File: src/design/eeprom_pkg.sv
`default_nettype none

package eeprom_pkg;

    // 24C16 style device type code, first nibble of every control byte
    localparam logic [3:0] CTRL_CODE = 4'b1010;

    // CLK cycles per quarter of an SCL period
    localparam int QTR_CYCLES = 2;

    // width of the quarter cycle counter
    localparam int QTR_W = (QTR_CYCLES > 1) ? $clog2(QTR_CYCLES) : 1;

    // bit index of the acknowledge slot inside a byte transfer
    localparam int ACK_BIT = 8;

    // 11-bit byte address, top three bits are the block bits
    typedef logic [10:0] ee_addr_t;

    // data or control byte
    typedef logic [7:0] ee_byte_t;

    // commands from the sequencer to the bit engine
    typedef enum logic [1:0] {
        CMD_START,
        CMD_STOP,
        CMD_WRITE,
        CMD_READ
    } bit_cmd_t;

endpackage

`default_nettype wire
File: src/design/eeprom_sequencer.sv
`timescale 1ns/1ps
`default_nettype none

module eeprom_sequencer (
    input  wire                         CLK,
    input  wire                         RESET,
    input  wire                         wr,
    input  wire                         rd,
    input  wire eeprom_pkg::ee_addr_t   addr,
    input  wire eeprom_pkg::ee_byte_t   wdata,
    input  wire                         cmd_done,
    input  wire eeprom_pkg::ee_byte_t   rx_byte,
    input  wire                         rx_ack,
    output logic                        cmd_valid,
    output eeprom_pkg::bit_cmd_t        cmd,
    output eeprom_pkg::ee_byte_t        tx_byte,
    output logic                        tx_ack_bit,
    output eeprom_pkg::ee_byte_t        rdata,
    output logic                        busy,
    output logic                        done,
    output logic                        nack
);

    import eeprom_pkg::*;

    typedef enum logic [3:0] {
        IDLE,
        START,
        CTRL_WR,
        ADDR_WR,
        DATA_WR,
        RESTART,
        CTRL_RD,
        DATA_RD,
        STOP,
        FINISH
    } seq_state_t;

    seq_state_t state;
    ee_addr_t   addr_q;
    ee_byte_t   wdata_q;
    logic       is_rd;
    logic       cmd_wait;   // command issued, engine still working

    assign cmd_valid  = (state != IDLE) && (state != FINISH) && !cmd_wait;
    assign tx_ack_bit = 1'b1;   // one byte read, always NACK it

    always_comb
    begin
        cmd     = CMD_WRITE;
        tx_byte = '0;
        case (state)
            START,
            RESTART: cmd = CMD_START;
            STOP:    cmd = CMD_STOP;
            DATA_RD: cmd = CMD_READ;
            CTRL_WR: tx_byte = {CTRL_CODE, addr_q[10:8], 1'b0};
            CTRL_RD: tx_byte = {CTRL_CODE, addr_q[10:8], 1'b1};
            ADDR_WR: tx_byte = addr_q[7:0];
            DATA_WR: tx_byte = wdata_q;
            default: cmd = CMD_WRITE;
        endcase
    end

    always_ff @(posedge CLK)
    begin
        if (RESET)
        begin
            state    <= IDLE;
            is_rd    <= 1'b0;
            cmd_wait <= 1'b0;
            busy     <= 1'b0;
            done     <= 1'b0;
            nack     <= 1'b0;
        end
        else
        begin
            done <= 1'b0;
            if (cmd_valid)
                cmd_wait <= 1'b1;
            else if (cmd_done)
                cmd_wait <= 1'b0;

            case (state)
                IDLE:
                begin
                    if (wr || rd)
                    begin
                        is_rd <= !wr;   // write wins a tie
                        busy  <= 1'b1;
                        nack  <= 1'b0;
                        state <= START;
                    end
                end
                START:
                    if (cmd_done)
                        state <= CTRL_WR;
                CTRL_WR:
                begin
                    if (cmd_done)
                    begin
                        nack  <= rx_ack;
                        state <= rx_ack ? STOP : ADDR_WR;
                    end
                end
                ADDR_WR:
                begin
                    if (cmd_done)
                    begin
                        nack <= rx_ack;
                        if (rx_ack)
                            state <= STOP;   // skip the rest of the transfer
                        else
                            state <= is_rd ? RESTART : DATA_WR;
                    end
                end
                DATA_WR:
                begin
                    if (cmd_done)
                    begin
                        nack  <= rx_ack;
                        state <= STOP;
                    end
                end
                RESTART:
                    if (cmd_done)
                        state <= CTRL_RD;
                CTRL_RD:
                begin
                    if (cmd_done)
                    begin
                        nack  <= rx_ack;
                        state <= rx_ack ? STOP : DATA_RD;
                    end
                end
                DATA_RD:
                    if (cmd_done)
                        state <= STOP;
                STOP:
                    if (cmd_done)
                        state <= FINISH;
                default:
                begin
                    done  <= 1'b1;   // busy drops with done
                    busy  <= 1'b0;
                    state <= IDLE;
                end
            endcase
        end
    end

    // request and read payload
    always_ff @(posedge CLK)
    begin
        if ((state == IDLE) && (wr || rd))
        begin
            addr_q  <= addr;
            wdata_q <= wdata;
        end
        if ((state == DATA_RD) && cmd_done)
            rdata <= rx_byte;
    end

endmodule

`default_nettype wire

File: config.mk
export PLATFORM = sky130hd
export DESIGN_NAME = eeprom_sequencer
export DESIGN_NICKNAME = d
export VERILOG_FILES = /design/src/design/eeprom_pkg.sv /design/src/design/eeprom_sequencer.sv
export SDC_FILE = /design/constraint.sdc
export NUM_CORES = 1
export LEC_CHECK = 0
export BUFFER_PORTS_ARGS = -buffer_cell sky130_fd_sc_hd__buf_2
export CORE_UTILIZATION = 30
export CTS_CLUSTER_DIAMETER = 200
export DETAILED_ROUTE_END_ITERATION = 16
export GPL_TIMING_DRIVEN = 0
export HOLD_SLACK_MARGIN = 0.03
export SLEW_MARGIN = 25
export SYNTH_ARGS = -nofsm -noshare
export SYNTH_HDL_FRONTEND = slang
export SYNTH_SLANG_ARGS = --single-unit
export TNS_END_PERCENT = 30
File: constraint.sdc
create_clock -name CLK -period 5.7 [get_ports CLK]
set_clock_uncertainty 0.1 [all_clocks]
set_input_delay 0.855 -clock CLK [delete_from_list [all_inputs] [get_ports CLK]]
set_output_delay 0.855 -clock CLK [all_outputs]
set_load 0.005 [all_outputs]
==> metrics, run 1 <==
H-tree depth=2; row count=25; CTS tree=built; DR pass1 iterations=4; EDFF count, synth=27; share of layout cells above drive strength 1=39.7%; initial antenna violation count=0; largest net degree at the start of global routing=20; CTS Hold Bufs=0; synthesized area=1540 µm²; top cells by area, synth=edfxtp_1, dfxtp_1, a221o_1; final global-route overflow total=0; Root Driver=clkbuf_8; Slew headroom=53.8%; endpoint class of the critical path=output pin; Worst VDD drop=0.000215 V; die area=5430 µm²; Synth Area in Adders=0%; Final #Nets=211; final hold violations=0; syn_nets=150; Yosys cell types=36; Final min period=2.89 ns; Yosys reg bits=36; Syn. warnings=0; io pins=56; CTS clk-pin slew, worst paths=0.07 ns; number of global-route vias before repair=1100; # resized after CTS=0; Initial DRC Count=31; fmax=347 MHz; Initial Utilization=31.8%; Final HPWL DP=2240 µm; RSZ-0062 raised after global routing=no; register area share after synthesis=64.2%; CP max-delay cell=nor3_1; simple-gate share of the synthesized area=15.0%; fraction of registers with async set/reset=0%; CP Class=reg -> out; PD cells=419 nW/µm²; die height=73.7 µm; CP max FO=10; port buffer count=54; Routed wire per std cell=12.6 µm; CP peak stage delay=0.55 ns; Area growth syn-to-layout=28.5%; Mean Syn Cell Area=13.2 µm²; routed wire length=3110 µm; CP Launch Type=register; M1 WL=1360 µm; WL met2=1470 µm; Overall Global Routing Usage=12.3%; Worst-Skew Late Latency=0.28 ns; Final setup viols=0; metal3 WL=243 µm; Residual DRC=0; status=finished, final reports clean; register area=991 µm²; Fin Setup TNS=0 ns; CTS Buffer Depth=2; mux contribution to synthesized area=1.30%; Synth top area share=52.6%; worst hold path class=reg -> reg; first-pass GRT wire length=4890 µm; post-route antenna net violation count=0; die width=73.7 µm; critical path cell sequence=buf_6 -> inv_1 -> nor3_1 -> and2_1 -> a221o_1 -> buf_2; fin. max-slew vios=0; Multi-input gate area=495 µm²; Syn Inst Count=117; ratio of final minimum period to clock period=50.6%; XOR/XNOR Fraction of Synth Area=0.568%; antenna cell count=0; core area=4850 µm²; FILL cells=464; Worst EP required=4.74 ns; Inserted Clock Buffers=5; Via Count=1142; Max-cap violations=0; Top FF cell, synth=edfxtp_1; largest family of logic cells by synthesized area=simple AND/OR/NAND/NOR gates; Setup Buffers After CTS=0; clk sinks=36; Yosys top cell by area=edfxtp_1; Compound-Gate Fraction of Synth Area=15.0%; via/cell ratio=4.64; Top Metal Used=met4; Lkg Pwr=0.810 nW; Crit path arrival time=1.93 ns; DP Worst Slack=3.06 ns; Worst-Margin Slew=0.693 ns; Routability Congestion=0.773; Final WS setup=2.81 ns
==> final cells by class <==
cell class,instances,area share [%]
Inverter,3,0.568
Clock buffer,7,3.85
Tap cell,67,4.23
Clock inverter,1,0.442
Sequential cell,36,50.0
Multi-Input combinational cell,70,25.0
Buffer,8,2.27
Timing Repair Buffer,54,13.6
==> per-layer routing <==
metal,up-vias,GRT usage (%)
met5,-,0
met4,0,3.85
met3,4,5.90
met2,49,21.1
met1,521,13.3
li1,568,-
==> logic make-up (layout without fill, tap and decap cells) <==
group	count (synthesis)	after routing
other cells	1	1
simple gates	37	37
compound gates	29	29
flops	36	36
xor+xnor	1	1
buf+inv	11	73
mux	2	2
==> state kept, by name (all words and copies together), names as in the netlist, 4 cells and up <==
signal	cells
rdata	8
state	4
addr_q	11
wdata_q	8
==> final timing paths <==
check	from	endpoint	slack [ns]	cells after the start
worst max-delay path	state[1]	tx_byte[3]	2.81	6
worst min-delay path	busy	busy	0.36	2
worst max register to register	state[0]	wdata_q[5]	3.61	4
worst min register to register	busy	busy	0.36	2
==> placed cells by master (no fill, tap or decap), types with 2 or more instances in the layout <==
master / netlist / routed
nor3_1: 6 / 6
inv_1: 3 / 3
a221o_1: 5 / 5
nand2_1: 5 / 5
and2_1: 3 / 3
nor2b_1: 4 / 4
nor4_4: 2 / 2
dfxtp_1: 9 / 9
o21ai_0: 5 / 5
nor2_1: 8 / 8
mux2i_1: 2 / 2
clkbuf_1: 3 / 5
nand2b_1: 3 / 3
clkbuf_8: 0 / 5
a22o_1: 2 / 2
buf_2: 3 / 57
edfxtp_1: 27 / 27
a21oi_1: 4 / 4
a211oi_1: 5 / 5
==> metrics by stage <==
stage	instances	cell area (µm²)	power [W]	hold slack, ns	utilization (%)
after global routing	246	1980	0.000886	0.394	40.9
after detailed placement	238	1900	0.000663	0.353	39.1
after global placement	238	1900	0.000662	0.349	39.1
after CTS	246	1980	0.000841	0.364	40.9
final	246	1980	0.000830	0.356	40.9
after floorplan	117	1540	0.000577	0.353	-
==> critical path, delay by kind of cell, from the launching register on <==
family                 cells  cell delay [ns]
AO/OA/AOI/OAI              1             0.12
AND/OR/NAND/NOR            2             0.78
buffers and inverters      3             0.41
flip-flops                 1             0.33
==> synthesized netlist by cell type, drive strengths merged, types with 3 or more instances <==
master	instances
edfxtp	27
dfxtp	9
nor2	8
nor3	7
a211oi	5
a221o	5
buf	5
nand2	5
o21ai	5
a21oi	4
nor2b	4
and2	3
clkbuf	3
inv	3
nand2b	3
==> power breakdown <==
| part | switching, W | total, W | internal (W) | leakage, nW |
|---|---|---|---|---|
| registers | 0.0000165 | 0.000383 | 0.000366 | 0.331 |
| logic | 0.000166 | 0.000271 | 0.000105 | 0.437 |
| clock network | 0.0000886 | 0.000176 | 0.0000872 | 0.0424 |
Note: power is estimated with default switching activity, not from simulation.
==> inputs of run 2 (changes only) <==
Settings changed: ABC_AREA set to 1.
Clock period 5.7 ns to 2.85 ns, I/O delays scaled along.
==> run 2 against run 1 <==
Worst hold slack lost 0.15 ns. Non-clock buffer count shrank 6. Synthesized cell count up 30%. Register-to-register slack worse by 2.7 ns. Power rose by 150%. Design area rose by 3.5%. Wire length down 2.8%. Critical path depth shrank 2. Sequential power up 120%. Critical endpoint is now tx_byte[6]. Largest cell class unchanged.
==> metrics, run 2 <==
status=finished, final reports clean; die width=73.6 µm (-0.16%); ratio of final minimum period to clock period=70.0%; final hold violations=0 (unchanged); die area=5420 µm² (-0.31%); fin. max-slew vios=0 (unchanged); Final setup viols=0 (unchanged); CTS tree=built; CP Launch Type=register; number of global-route vias before repair=1053 (-4.3%); Residual DRC=0 (unchanged); Initial DRC Count=79 (+150%); share of layout cells above drive strength 1=36.9% (-2.7 points); core area=4820 µm² (-0.65%); row count=25 (unchanged); Worst-Skew Late Latency=0.29 ns (about the same); Crit path arrival time=1.47 ns (-0.46 ns); Lkg Pwr=0.933 nW (+15%); post-route antenna net violation count=0 (unchanged); DR pass1 iterations=4 (unchanged); most frequent cells in the layout=buf_2, nand2_1, edfxtp_1; Slew headroom=55.1% (+1.3 points); synthesized area=1540 µm² (-0.32%); routed wire length=3020 µm (-2.8%); Final #Nets=246 (+17%); port buffer count=54 (unchanged); Finished Layout Cells=281 (+14%); CTS Hold Bufs=0 (unchanged); Inserted Clock Buffers=5 (unchanged); total power=0.00207 W (+150%); clk sinks=36 (unchanged); Via Count=1225 (+7.3%); RSZ-0062 raised after global routing=no; die height=73.6 µm (-0.16%); initial antenna violation count=0 (unchanged); CP max FO=10 (unchanged); met2 Use GR=18.8% (-2.3 points); Yosys reg bits=36 (unchanged); Top FF cell, synth=edfxtp_1; CTS clk-pin slew, worst paths=0.08 ns (about the same); Synth top area share=52.7% (+0.17 points); Placed Cells=273 (+15%); top cells by area, synth=edfxtp_1, dfxtp_1, nand2_1; syn_nets=185 (+23%); antenna cell count=0 (unchanged); endpoint class of the critical path=output pin; Worst EP required=2.32 ns (-2.42 ns); PD cells=1010 nW/µm² (+140%); most instantiated cells after synthesis=nand2_1, edfxtp_1, nand3_1, nor2_1, inv_1; Syn. warnings=0 (unchanged); fmax=501 MHz; Most Crowded Layer GR=met2; Initial Utilization=31.9% (+0.10 points); Top Registers=addr_q x11, rdata x8, wdata_q x8; Largest register FFs=11 (unchanged); Area growth syn-to-layout=33.4%; final global-route overflow total=0 (unchanged); Routed wire per std cell=10.8 µm (-15%); CP Class=reg -> out; Final HPWL DP=2260 µm (+1.0%); Final min period=1.99 ns; Mean Syn Cell Area=10.1 µm² (-23%); fraction of registers with async set/reset=0% (unchanged); Root Driver=clkbuf_8; worst hold path class=in -> reg; Setup Buffers After CTS=0 (unchanged); register area share after synthesis=64.4% (+0.21 points); io pins=56 (unchanged); commonest non-fill, non-tap cell in the layout=buf_2; Yosys cell types=21 (-42%); Overall Global Routing Usage=11.8% (-0.51 points); Yosys top cell by area=edfxtp_1; Max-cap violations=0 (unchanged); Worst-Margin Slew=0.673 ns (-0.0199 ns); CTS Buffer Depth=2 (unchanged); first-pass GRT wire length=4730 µm (-3.3%); GR Util met1=14.6% (+1.3 points); # resized after CTS=0 (unchanged); Worst VDD drop=0.000507 V (+140%); largest net degree at the start of global routing=20 (unchanged); Reg with most FFs=addr_q; Routability Congestion=0.821 (+6.1%); H-tree depth=2 (unchanged); EDFF count, synth=27 (unchanged); via/cell ratio=4.36 (-6.1%); Fin Setup TNS=0 ns (unchanged); most common cell in the netlist=nand2_1; Syn Inst Count=152 (+30%); grt met3 use=5.08% (-0.82 points)
==> run 2: cell types whose count changed after synthesis, sizes merged, moves of 3 or more <==
| cell | previous run | this run |
|---|---|---|
| a211oi | 5 | 0 |
| a221o | 5 | 0 |
| buf | 5 | 2 |
| clkbuf | 3 | 0 |
| inv | 3 | 15 |
| nand2 | 5 | 43 |
| nand2b | 3 | 0 |
| nand3 | 0 | 24 |
| nor2 | 8 | 18 |
| nor2b | 4 | 0 |
| nor3 | 7 | 0 |
| o21ai | 5 | 2 |
==> run 2: kinds of logic after synthesis <==
family          count (synthesis)  share of synthesized area, %
compound gates                 10                          4.15
buf+inv                        18                          5.21
flops                          36                          64.4
other cells                     1                         0.244
simple gates                   87                          26.0
==> run 2: metal layers <==
metal	vias up	part of all wire (%)
met1	549	46
met3	4	7.3
met4	0	1.2
met5	-	0
li1	625	-
met2	47	46
==> run 2: layout make-up <==
cell class	count	area, µm²
Buffer	2	18.8
Inverter	16	61.3
Timing Repair Buffer	54	270
Clock buffer	5	68.8
Fill cell	500	2770
Clock inverter	3	90.1
Tap cell	67	83.8
Sequential cell	36	991
Multi-Input combinational cell	98	467
==> run 2: worst paths after layout <==
check / from / endpoint / slack (ns) / depth (start not counted)
worst min-delay path: wdata[5] / wdata_q[5] / 0.20 / 1
worst min register to register: is_rd / is_rd / 0.36 / 2
worst max register to register: state[3] / wdata_q[2] / 0.92 / 5
worst max-delay path: state[3] / tx_byte[6] / 0.86 / 4
==> run 2: stage by stage <==
stage                     setup WS [ns]  util (%)  hold slack, ns  instance area, µm²
after floorplan                    1.22         -           0.332                1540
after global placement            0.929      39.3           0.343                1890
after detailed placement          0.927      39.3           0.349                1890
after CTS                         0.827      42.6           0.201                2050
after global routing              0.747      42.6           0.197                2050
final                             0.856      42.6           0.205                2050
==> run 2: report_power, final <==
part,leakage (nW),switching [W],total (W),internal [W]
Combinational,0.525,0.000390,0.000604,0.000214
Sequential,0.330,0.0000791,0.000843,0.000764
Clock,0.0784,0.000189,0.000627,0.000438
==> run 2: worst max-delay path: stages, from the launching register on <==
cell     delay (ns)
dfxtp_1        0.52
nor2_2         0.13
buf_6          0.17
a32o_1         0.24
buf_2          0.12
