[config.mk]
export PLATFORM = sky130hd
export DESIGN_NAME = i2c_bit_engine
export DESIGN_NICKNAME = d
export VERILOG_FILES = /design/src/design/eeprom_pkg.sv /design/src/design/i2c_bit_engine.sv
export SDC_FILE = /design/constraint.sdc
export NUM_CORES = 1
export LEC_CHECK = 0
export CAP_MARGIN = 20
export CORE_MARGIN = 4
export CORE_UTILIZATION = 50
export CTS_BUF_LIST = sky130_fd_sc_hd__clkbuf_8
export DETAILED_ROUTE_END_ITERATION = 10
export DONT_BUFFER_PORTS = 1
export GPL_TIMING_DRIVEN = 0
export HOLD_SLACK_MARGIN = 0.1
export PLACE_DENSITY = 0.74
export SYNTH_ARGS = -nofsm -noshare
export SYNTH_HDL_FRONTEND = slang
export SYNTH_SLANG_ARGS = --single-unit
export TNS_END_PERCENT = 20
[constraint.sdc]
create_clock -name CLK -period 4.4 [get_ports CLK]
set_clock_uncertainty 0.1 [all_clocks]
set_input_delay 0.44 -clock CLK [delete_from_list [all_inputs] [get_ports CLK]]
set_output_delay 0.44 -clock CLK [all_outputs]
set_load 0.01 [all_outputs]
[src/design/eeprom_pkg.sv]
`default_nettype none

package eeprom_pkg;

    // 24C16 style device type code, first nibble of every control byte
    localparam logic [3:0] CTRL_CODE = 4'b1010;

    // CLK cycles per quarter of an SCL period
    localparam int QTR_CYCLES = 2;

    // width of the quarter cycle counter
    localparam int QTR_W = (QTR_CYCLES > 1) ? $clog2(QTR_CYCLES) : 1;

    // bit index of the acknowledge slot inside a byte transfer
    localparam int ACK_BIT = 8;

    // 11-bit byte address, top three bits are the block bits
    typedef logic [10:0] ee_addr_t;

    // data or control byte
    typedef logic [7:0] ee_byte_t;

    // commands from the sequencer to the bit engine
    typedef enum logic [1:0] {
        CMD_START,
        CMD_STOP,
        CMD_WRITE,
        CMD_READ
    } bit_cmd_t;

endpackage

`default_nettype wire
[src/design/i2c_bit_engine.sv]
`timescale 1ns/1ps
`default_nettype none

module i2c_bit_engine (
    input  wire                         CLK,
    input  wire                         RESET,
    input  wire                         cmd_valid,
    input  wire eeprom_pkg::bit_cmd_t   cmd,
    input  wire eeprom_pkg::ee_byte_t   tx_byte,
    input  wire                         tx_ack_bit,
    input  wire                         sda_in,
    output logic                        cmd_done,
    output eeprom_pkg::ee_byte_t        rx_byte,
    output logic                        rx_ack,
    output logic                        scl,
    output logic                        sda_low
);

    import eeprom_pkg::*;

    logic                active;
    bit_cmd_t            cmd_q;
    logic [QTR_W-1:0]    qtr_cnt;
    logic [1:0]          qtr;       // quarter within the current bit
    logic [3:0]          bit_cnt;
    ee_byte_t            shift_q;   // out on [7], in on [0]
    logic                ack_q;
    logic                qtr_end;
    logic                last_bit;
    logic                is_byte;

    assign qtr_end  = active && (qtr_cnt == QTR_W'(QTR_CYCLES - 1));
    assign is_byte  = (cmd_q == CMD_WRITE) || (cmd_q == CMD_READ);
    // start and stop are a single bit time
    assign last_bit = is_byte ? (bit_cnt == 4'(ACK_BIT)) : 1'b1;

    // bus sequencing, scl high in quarters 2 and 3
    always_ff @(posedge CLK)
    begin
        if (RESET)
        begin
            active   <= 1'b0;
            cmd_q    <= CMD_STOP;
            qtr_cnt  <= '0;
            qtr      <= 2'd0;
            bit_cnt  <= 4'd0;
            scl      <= 1'b1;
            sda_low  <= 1'b0;
            cmd_done <= 1'b0;
        end
        else
        begin
            cmd_done <= 1'b0;
            if (!active)
            begin
                if (cmd_valid)
                begin
                    active  <= 1'b1;
                    cmd_q   <= cmd;
                    qtr_cnt <= '0;
                    qtr     <= 2'd0;
                    bit_cnt <= 4'd0;
                    scl     <= 1'b0;
                end
            end
            else
            begin
                qtr_cnt <= qtr_end ? '0 : qtr_cnt + 1'b1;
                if (qtr_end)
                begin
                    qtr <= qtr + 2'd1;
                    case (qtr)
                        2'd0:
                        begin
                            // sda only moves in the middle of scl low
                            case (cmd_q)
                                CMD_START: sda_low <= 1'b0;
                                CMD_STOP:  sda_low <= 1'b1;
                                CMD_WRITE: sda_low <= last_bit ? 1'b0 : !shift_q[7];
                                default:   sda_low <= last_bit ? !ack_q : 1'b0;
                            endcase
                        end
                        2'd1: scl <= 1'b1;
                        2'd2:
                        begin
                            if (cmd_q == CMD_START)
                                sda_low <= 1'b1;   // sda falls, scl high
                            else if (cmd_q == CMD_STOP)
                                sda_low <= 1'b0;   // sda rises, scl high
                        end
                        default:
                        begin
                            if (last_bit)
                            begin
                                active   <= 1'b0;  // scl stays high when idle
                                cmd_done <= 1'b1;
                            end
                            else
                            begin
                                bit_cnt <= bit_cnt + 4'd1;
                                scl     <= 1'b0;
                            end
                        end
                    endcase
                end
            end
        end
    end

    // shift register and sampled results
    always_ff @(posedge CLK)
    begin
        if (!active && cmd_valid)
        begin
            shift_q <= tx_byte;
            ack_q   <= tx_ack_bit;
        end
        else if (qtr_end && (qtr == 2'd2) && is_byte)
        begin
            // sample at mid scl high
            if (!last_bit)
                shift_q <= {shift_q[6:0], sda_in};
            else if (cmd_q == CMD_WRITE)
                rx_ack <= sda_in;   // 0 means the slave acknowledged
        end

        if (qtr_end && (qtr == 2'd3) && last_bit && (cmd_q == CMD_READ))
            rx_byte <= shift_q;
    end

endmodule

`default_nettype wire

==> impl_metrics.env, run 1 <==
export IMPL_yosys_area_share_simple=0.213
export IMPL_p_clk_frac=0.442
export IMPL_clock_fmax_mhz=462
export IMPL_die_y_um=60.3
export IMPL_port_buffers=0
export IMPL_vias=934
export IMPL_synth_nets=152
export IMPL_wire_per_inst_um=14.2
export IMPL_cp_arrival_ps=2050
export IMPL_drive_above_1_share=0.121
export IMPL_cts_buffers=5
export IMPL_syn_inst=131
export IMPL_wl_met1_um=1050
export IMPL_htreeDepth=2
export IMPL_synth_compound_area_share=0.0858
export IMPL_final_common_cell="nand2_1"
export IMPL_final_area_mm2=0.00153
export IMPL_min_period_ps=2170
export IMPL_antenna_found_initial=0
export IMPL_core_mm2=0.00254
export IMPL_drt_pass1_iter_count=4
export IMPL_synth_mux_area_frac=0.00731
export IMPL_syn_area_mm2=0.00137
export IMPL_r2r_slack_ps=2230
export IMPL_switching_share=0.204
export IMPL_final_cell_mix="31 x nand2_1, 18 x edfxtp_1, 13 x dfxtp_1"
export IMPL_worstSkewPairLatency_ps=280
export IMPL_worstSetupPathType="reg2reg"
export IMPL_syn_area_per_cell_um2=10.5
export IMPL_grt_use_total=0.148
export IMPL_drt_iter0_drc=41
export IMPL_power_uw=645
export IMPL_die_w_um=60.3
export IMPL_grt_pass1_wl_um=3760
export IMPL_tightest_slew_ps=635
export IMPL_cts_sinks=31
export IMPL_postCtsHoldBufs=0
export IMPL_antenna_left=0
export IMPL_slew_headroom=0.573
export IMPL_p_seq_frac=0.504
export IMPL_finalCritPeriodShare=0.492
export IMPL_tns_ps=0
export IMPL_final_util=0.601
export IMPL_placed_area_mm2=0.00141
export IMPL_combPwrFrac=0.054
export IMPL_hold_class="in2reg"
export IMPL_grt_overflow=0
export IMPL_place_detailed_hpwl_um=1740
export IMPL_rsz0062_at_grt="no"
export IMPL_rows=18
export IMPL_post_cts_resized=0
export IMPL_areaGrowthSynthToFinish_pct=11.7
export IMPL_vias_per_cell=5.49
export IMPL_crit_path_start_kind="flip-flop"
export IMPL_cts_setup_buffers=0
export IMPL_p_leak_uw=0.000588
export IMPL_cts_root_buf="clkbuf_8"
export IMPL_endpoint_kind="flip-flop"
export IMPL_synthDistinctLibCells=36
export IMPL_slew_viol_final=0
export IMPL_synth_xor_area_share=0.0128
export IMPL_dr_max_layer_used="met4"
export IMPL_ir_drop_mv=0.349
export IMPL_intPower_uw=514
export IMPL_route_met2_wl_um=1160
export IMPL_synth_top_family_by_area="simple AND/OR/NAND/NOR gates"
export IMPL_synth_fa_ha_area_frac=0.0548
export IMPL_grt_max_degree=11
export IMPL_place_gp_congestion=0.841
export IMPL_clk_path_buf_depth=2
export IMPL_cap_violations=0
export IMPL_routed_wl_um=2420
export IMPL_wl_met3_um=150
export IMPL_setup_viol=0
export IMPL_dieArea_mm2=0.00364
export IMPL_ys_seq_area_frac=0.584
export IMPL_initial_core_util=0.538
export IMPL_drc=0
export IMPL_status="completed"
export IMPL_final_fill_count=208
export IMPL_hold_viol_final=0
export IMPL_yosysWarningCount=0
export IMPL_antenna_cells=0
export IMPL_powerDensity_mw_per_mm2=422
export IMPL_ys_ff_latch=31
export IMPL_p_sw_uw=131
export IMPL_grt_pass1_vias=872
export IMPL_path_clk_slew_ps=60
export IMPL_cts_tree="built"
export IMPL_nets=160
export IMPL_ioPinCount=27
export IMPL_cp_max_fo=9
export IMPL_crit_required_ps=4290
-- layout make-up --
class | count | area [um^2] | share of cell area
Timing Repair Buffer | 1 | 5.00 | 0.00327
Sequential cell | 31 | 801 | 0.523
Clock buffer | 6 | 82.6 | 0.0540
Multi-Input combinational cell | 87 | 512 | 0.334
Inverter | 7 | 26.3 | 0.0172
Buffer | 6 | 31.3 | 0.0204
Tap cell | 30 | 37.5 | 0.0245
Clock inverter | 2 | 35.0 | 0.0229
-- path summary, 6_finish.rpt --
path,startpoint,end,depth (start not counted)
worst min-delay path,RESET,bit_cnt[3],1
worst min register to register,shift_q[4],rx_byte[4],0
worst max register to register,active,rx_byte[6],6
worst max-delay path,active,rx_byte[6],6
-- metrics by stage --
| step | cells | hold slack, ps | setup WS [ps] |
|---|---|---|---|
| floorplan | 131 | 320 | 2460 |
| global placement | 161 | 332 | 2120 |
| detailed placement | 161 | 334 | 2070 |
| CTS | 169 | 122 | 2040 |
| global route | 170 | 119 | 2070 |
| finish | 170 | 126 | 2230 |
-- power groups by stage --
| stage | Clock [uW] | Sequential (uW) | Combinational (uW) |
|---|---|---|---|
| floorplan | 0 | 330 | 27.4 |
| finish | 285 | 325 | 34.6 |
| CTS | 288 | 325 | 34.5 |
| detailed placement | 0 | 332 | 34.2 |
| global placement | 0 | 331 | 32.9 |
| global route | 301 | 326 | 39.7 |
-- worst max-delay path, stage by stage, from the launching register on --
cell	delay [ps]
dfxtp_1	310
buf_4	140
and2_1	130
clkbuf_1	280
nand2_1	100
nor3_1	540
clkbuf_2	280
-- layer usage --
layer / vias to the layer above / GRT usage
met4: 0 / 0.0949
met2: 25 / 0.238
met5: - / 0
met3: 6 / 0.0511
met1: 432 / 0.167
li1: 471 / -
-- flip-flops by register name, summed over array words and instances (netlist names) --
name and cells:
shift_q 8, active 1, cmd_q 2, qtr 2
bit_cnt 4, rx_ack 1, scl 1, rx_byte 8
cmd_done 1, qtr_cnt 1, sda_low 1, ack_q 1
-- logic make-up after synthesis --
family	after synthesis
AO/OA/AOI/OAI	18
XOR/XNOR	2
adder cells (fa/ha/maj)	6
buffers and inverters	13
flip-flops	31
multiplexers	1
AND/OR/NAND/NOR	60
-- Yosys cell counts --
master	number	share of area
a21oi_1	8	0.029
mux2i_1	1	0.0073
nor2_1	8	0.022
clkbuf_1	3	0.0082
buf_2	1	0.0036
or3_1	2	0.0091
o21ai_1	2	0.0073
nand3b_2	1	0.0082
a211oi_1	1	0.0055
o21bai_1	1	0.0055
nand3_4	1	0.013
nand4_1	1	0.0046
nand2b_1	2	0.0091
ha_1	6	0.055
dfxtp_1	13	0.19
and3_1	1	0.0046
a22oi_1	1	0.0055
nand3b_1	1	0.0055
xor2_1	1	0.0064
inv_2	1	0.0027
nor3_1	3	0.011
a311oi_1	1	0.0064
edfxtp_1	18	0.39
xnor2_1	1	0.0064
and2_1	1	0.0046
inv_1	6	0.016
a41oi_1	1	0.0064
o21ai_0	1	0.0036
nand2_1	31	0.085
nor4_1	2	0.0091
or2_0	1	0.0046
a211oi_2	1	0.0091
and3_4	1	0.0082
nand3_1	4	0.015
a41o_1	1	0.0073
buf_4	2	0.011
(Power assumes the default switching activity.)
==> run 2: changes to the inputs <==
- clock period: 4.4 -> 2.25 ns (I/O delays scaled with it)
==> run 2 against run 1 <==
Effect of this change:
- setup slack got worse by 2000 ps
- cell count rose by 7.6%
- largest power group unchanged
- critical path type unchanged
- wire length rose by 4.6%
- total power rose by 99%
- hold slack improved by 7.0 ps
- largest cell class unchanged
- critical endpoint unchanged
- clock power grew 95%
==> impl_metrics.env, run 2 (synthesis gave the netlist of run 1 again) <==
export IMPL_clock_fmax_mhz=508
export IMPL_whs_ps=133
export IMPL_final_cell_mix="31 x nand2_1, 18 x edfxtp_1, 14 x dlygate4sd3_1"
export IMPL_drt_pass1_iter_count=5
export IMPL_powerDensity_mw_per_mm2=768
export IMPL_hold_viol_final=0
export IMPL_crit_required_ps=2060
export IMPL_wire_per_inst_um=13.8
export IMPL_die_y_um=60.3
export IMPL_setup_viol=0
export IMPL_final_area_mm2=0.00167
export IMPL_drc=0
export IMPL_antenna_cells=0
export IMPL_areaGrowthSynthToFinish_pct=21.9
export IMPL_cap_violations=0
export IMPL_placed_area_mm2=0.00141
export IMPL_routed_wl_um=2530
export IMPL_vias_per_cell=5.42
export IMPL_port_buffers=0
export IMPL_p_clk_frac=0.434
export IMPL_cts_sinks=31
export IMPL_drive_above_1_share=0.111
export IMPL_initial_core_util=0.538
export IMPL_p_leak_uw=0.000642
export IMPL_slew_headroom=0.591
export IMPL_ir_drop_mv=0.707
export IMPL_regArea_um2=801
export IMPL_clk_path_buf_depth=2
export IMPL_path_clk_slew_ps=60
export IMPL_core_mm2=0.00254
export IMPL_intPower_uw=1020
export IMPL_ioPinCount=27
export IMPL_rsz0062_at_grt="no"
export IMPL_reg_top3="rx_byte (8), shift_q (8), bit_cnt (4)"
export IMPL_endpoint_kind="flip-flop"
export IMPL_final_common_cell="nand2_1"
export IMPL_nets=173
export IMPL_final_util=0.656
export IMPL_grt_max_degree=11
export IMPL_cp_max_fo=9
export IMPL_cp_arrival_ps=1780
export IMPL_die_w_um=60.3
export IMPL_vias=991
export IMPL_grt_overflow=0
export IMPL_worstSkewPairLatency_ps=280
export IMPL_combPwrFrac=0.069
export IMPL_multi_input_area_um2=517
export IMPL_rows=18
export IMPL_worstSetupPathType="reg2reg"
export IMPL_crit_path_start_kind="flip-flop"
export IMPL_cts_tree="built"
export IMPL_slew_viol_final=0
export IMPL_p_seq_frac=0.496
export IMPL_final_fill_count=193
export IMPL_drt_iter0_drc=20
export IMPL_place_gp_congestion=0.841
export IMPL_hold_class="in2reg"
export IMPL_cts_root_buf="clkbuf_8"
export IMPL_grt_use_total=0.160
export IMPL_power_uw=1280
export IMPL_place_detailed_hpwl_um=1740
export IMPL_antenna_found_initial=0
export IMPL_finalCritPeriodShare=0.874
export IMPL_htreeDepth=2
export IMPL_grt_pass1_vias=965
export IMPL_grt_pass1_wl_um=4160
export IMPL_p_sw_uw=261
export IMPL_cts_setup_buffers=0
export IMPL_cts_buffers=5
export IMPL_switching_share=0.204
export IMPL_dieArea_mm2=0.00364
export IMPL_status="completed"
export IMPL_tightest_slew_ps=611
export IMPL_antenna_left=0
export IMPL_min_period_ps=1970
[run 2: changes by cell type in the layout (fill, tap and decap cells not counted)]
cell           before  now
clkbuf_2            1    0
nor3_2              0    1
nor3_1              3    2
dlygate4sd3_1       0   14
[run 2: stage by stage]
stage,TNS (ps),std cells,setup WS (ps)
final,0,183,283
after global routing,0,183,105
after CTS,0,183,243
after detailed placement,-666,161,-83.4
after global placement,-211,161,-26.6
after floorplan,0,131,312
[run 2: area by class of cell]
| cell class | count | share of cell area |
|---|---|---|
| Multi-Input combinational cell | 87 | 0.309 |
| Clock inverter | 2 | 0.0210 |
| Buffer | 6 | 0.0187 |
| Sequential cell | 31 | 0.479 |
| Clock buffer | 6 | 0.0494 |
| Inverter | 7 | 0.0157 |
| Timing Repair Buffer | 14 | 0.0839 |
| Tap cell | 30 | 0.0225 |
[run 2: path summary, 6_finish.rpt]
check	from	to	slack, ps	cells after the start
worst min register to register	shift_q[5]	rx_byte[5]	350	0
worst min-delay path	cmd_valid	bit_cnt[1]	130	3
worst max register to register	active	rx_byte[6]	280	5
worst max-delay path	active	rx_byte[6]	280	5
[run 2: routing by layer]
layer	vias to the layer above	routed length, um	global-route usage
met5	-	0	0
met4	0	40	0.0949
met2	24	1250	0.258
li1	499	-	-
met3	4	143	0.0489
met1	464	1100	0.189
[run 2: repair_timing]
| action | 4_1_cts | 5_1_grt |
|---|---|---|
| hold endpoints to repair | 17 | 0 |
| setup endpoints to repair | 8 | 0 |
| hold buffers | 14 | 0 |
| gates resized for setup | 1 | 0 |
[run 2: critical path: stages (launching register included)]
cell and delay [ps]:
dfxtp_1 310, buf_4 140, and2_1 120, clkbuf_1 280, nand2_1 120, nor3_2 520
[run 2: power by group through the flow]
stage / Sequential [uW] / Clock [uW] / Combinational [uW]
after floorplan: 645 / 0 / 53.6
after global placement: 648 / 0 / 64.3
after detailed placement: 648 / 0 / 66.8
after CTS: 636 / 564 / 88.4
after global routing: 638 / 589 / 101
final: 636 / 557 / 88.7
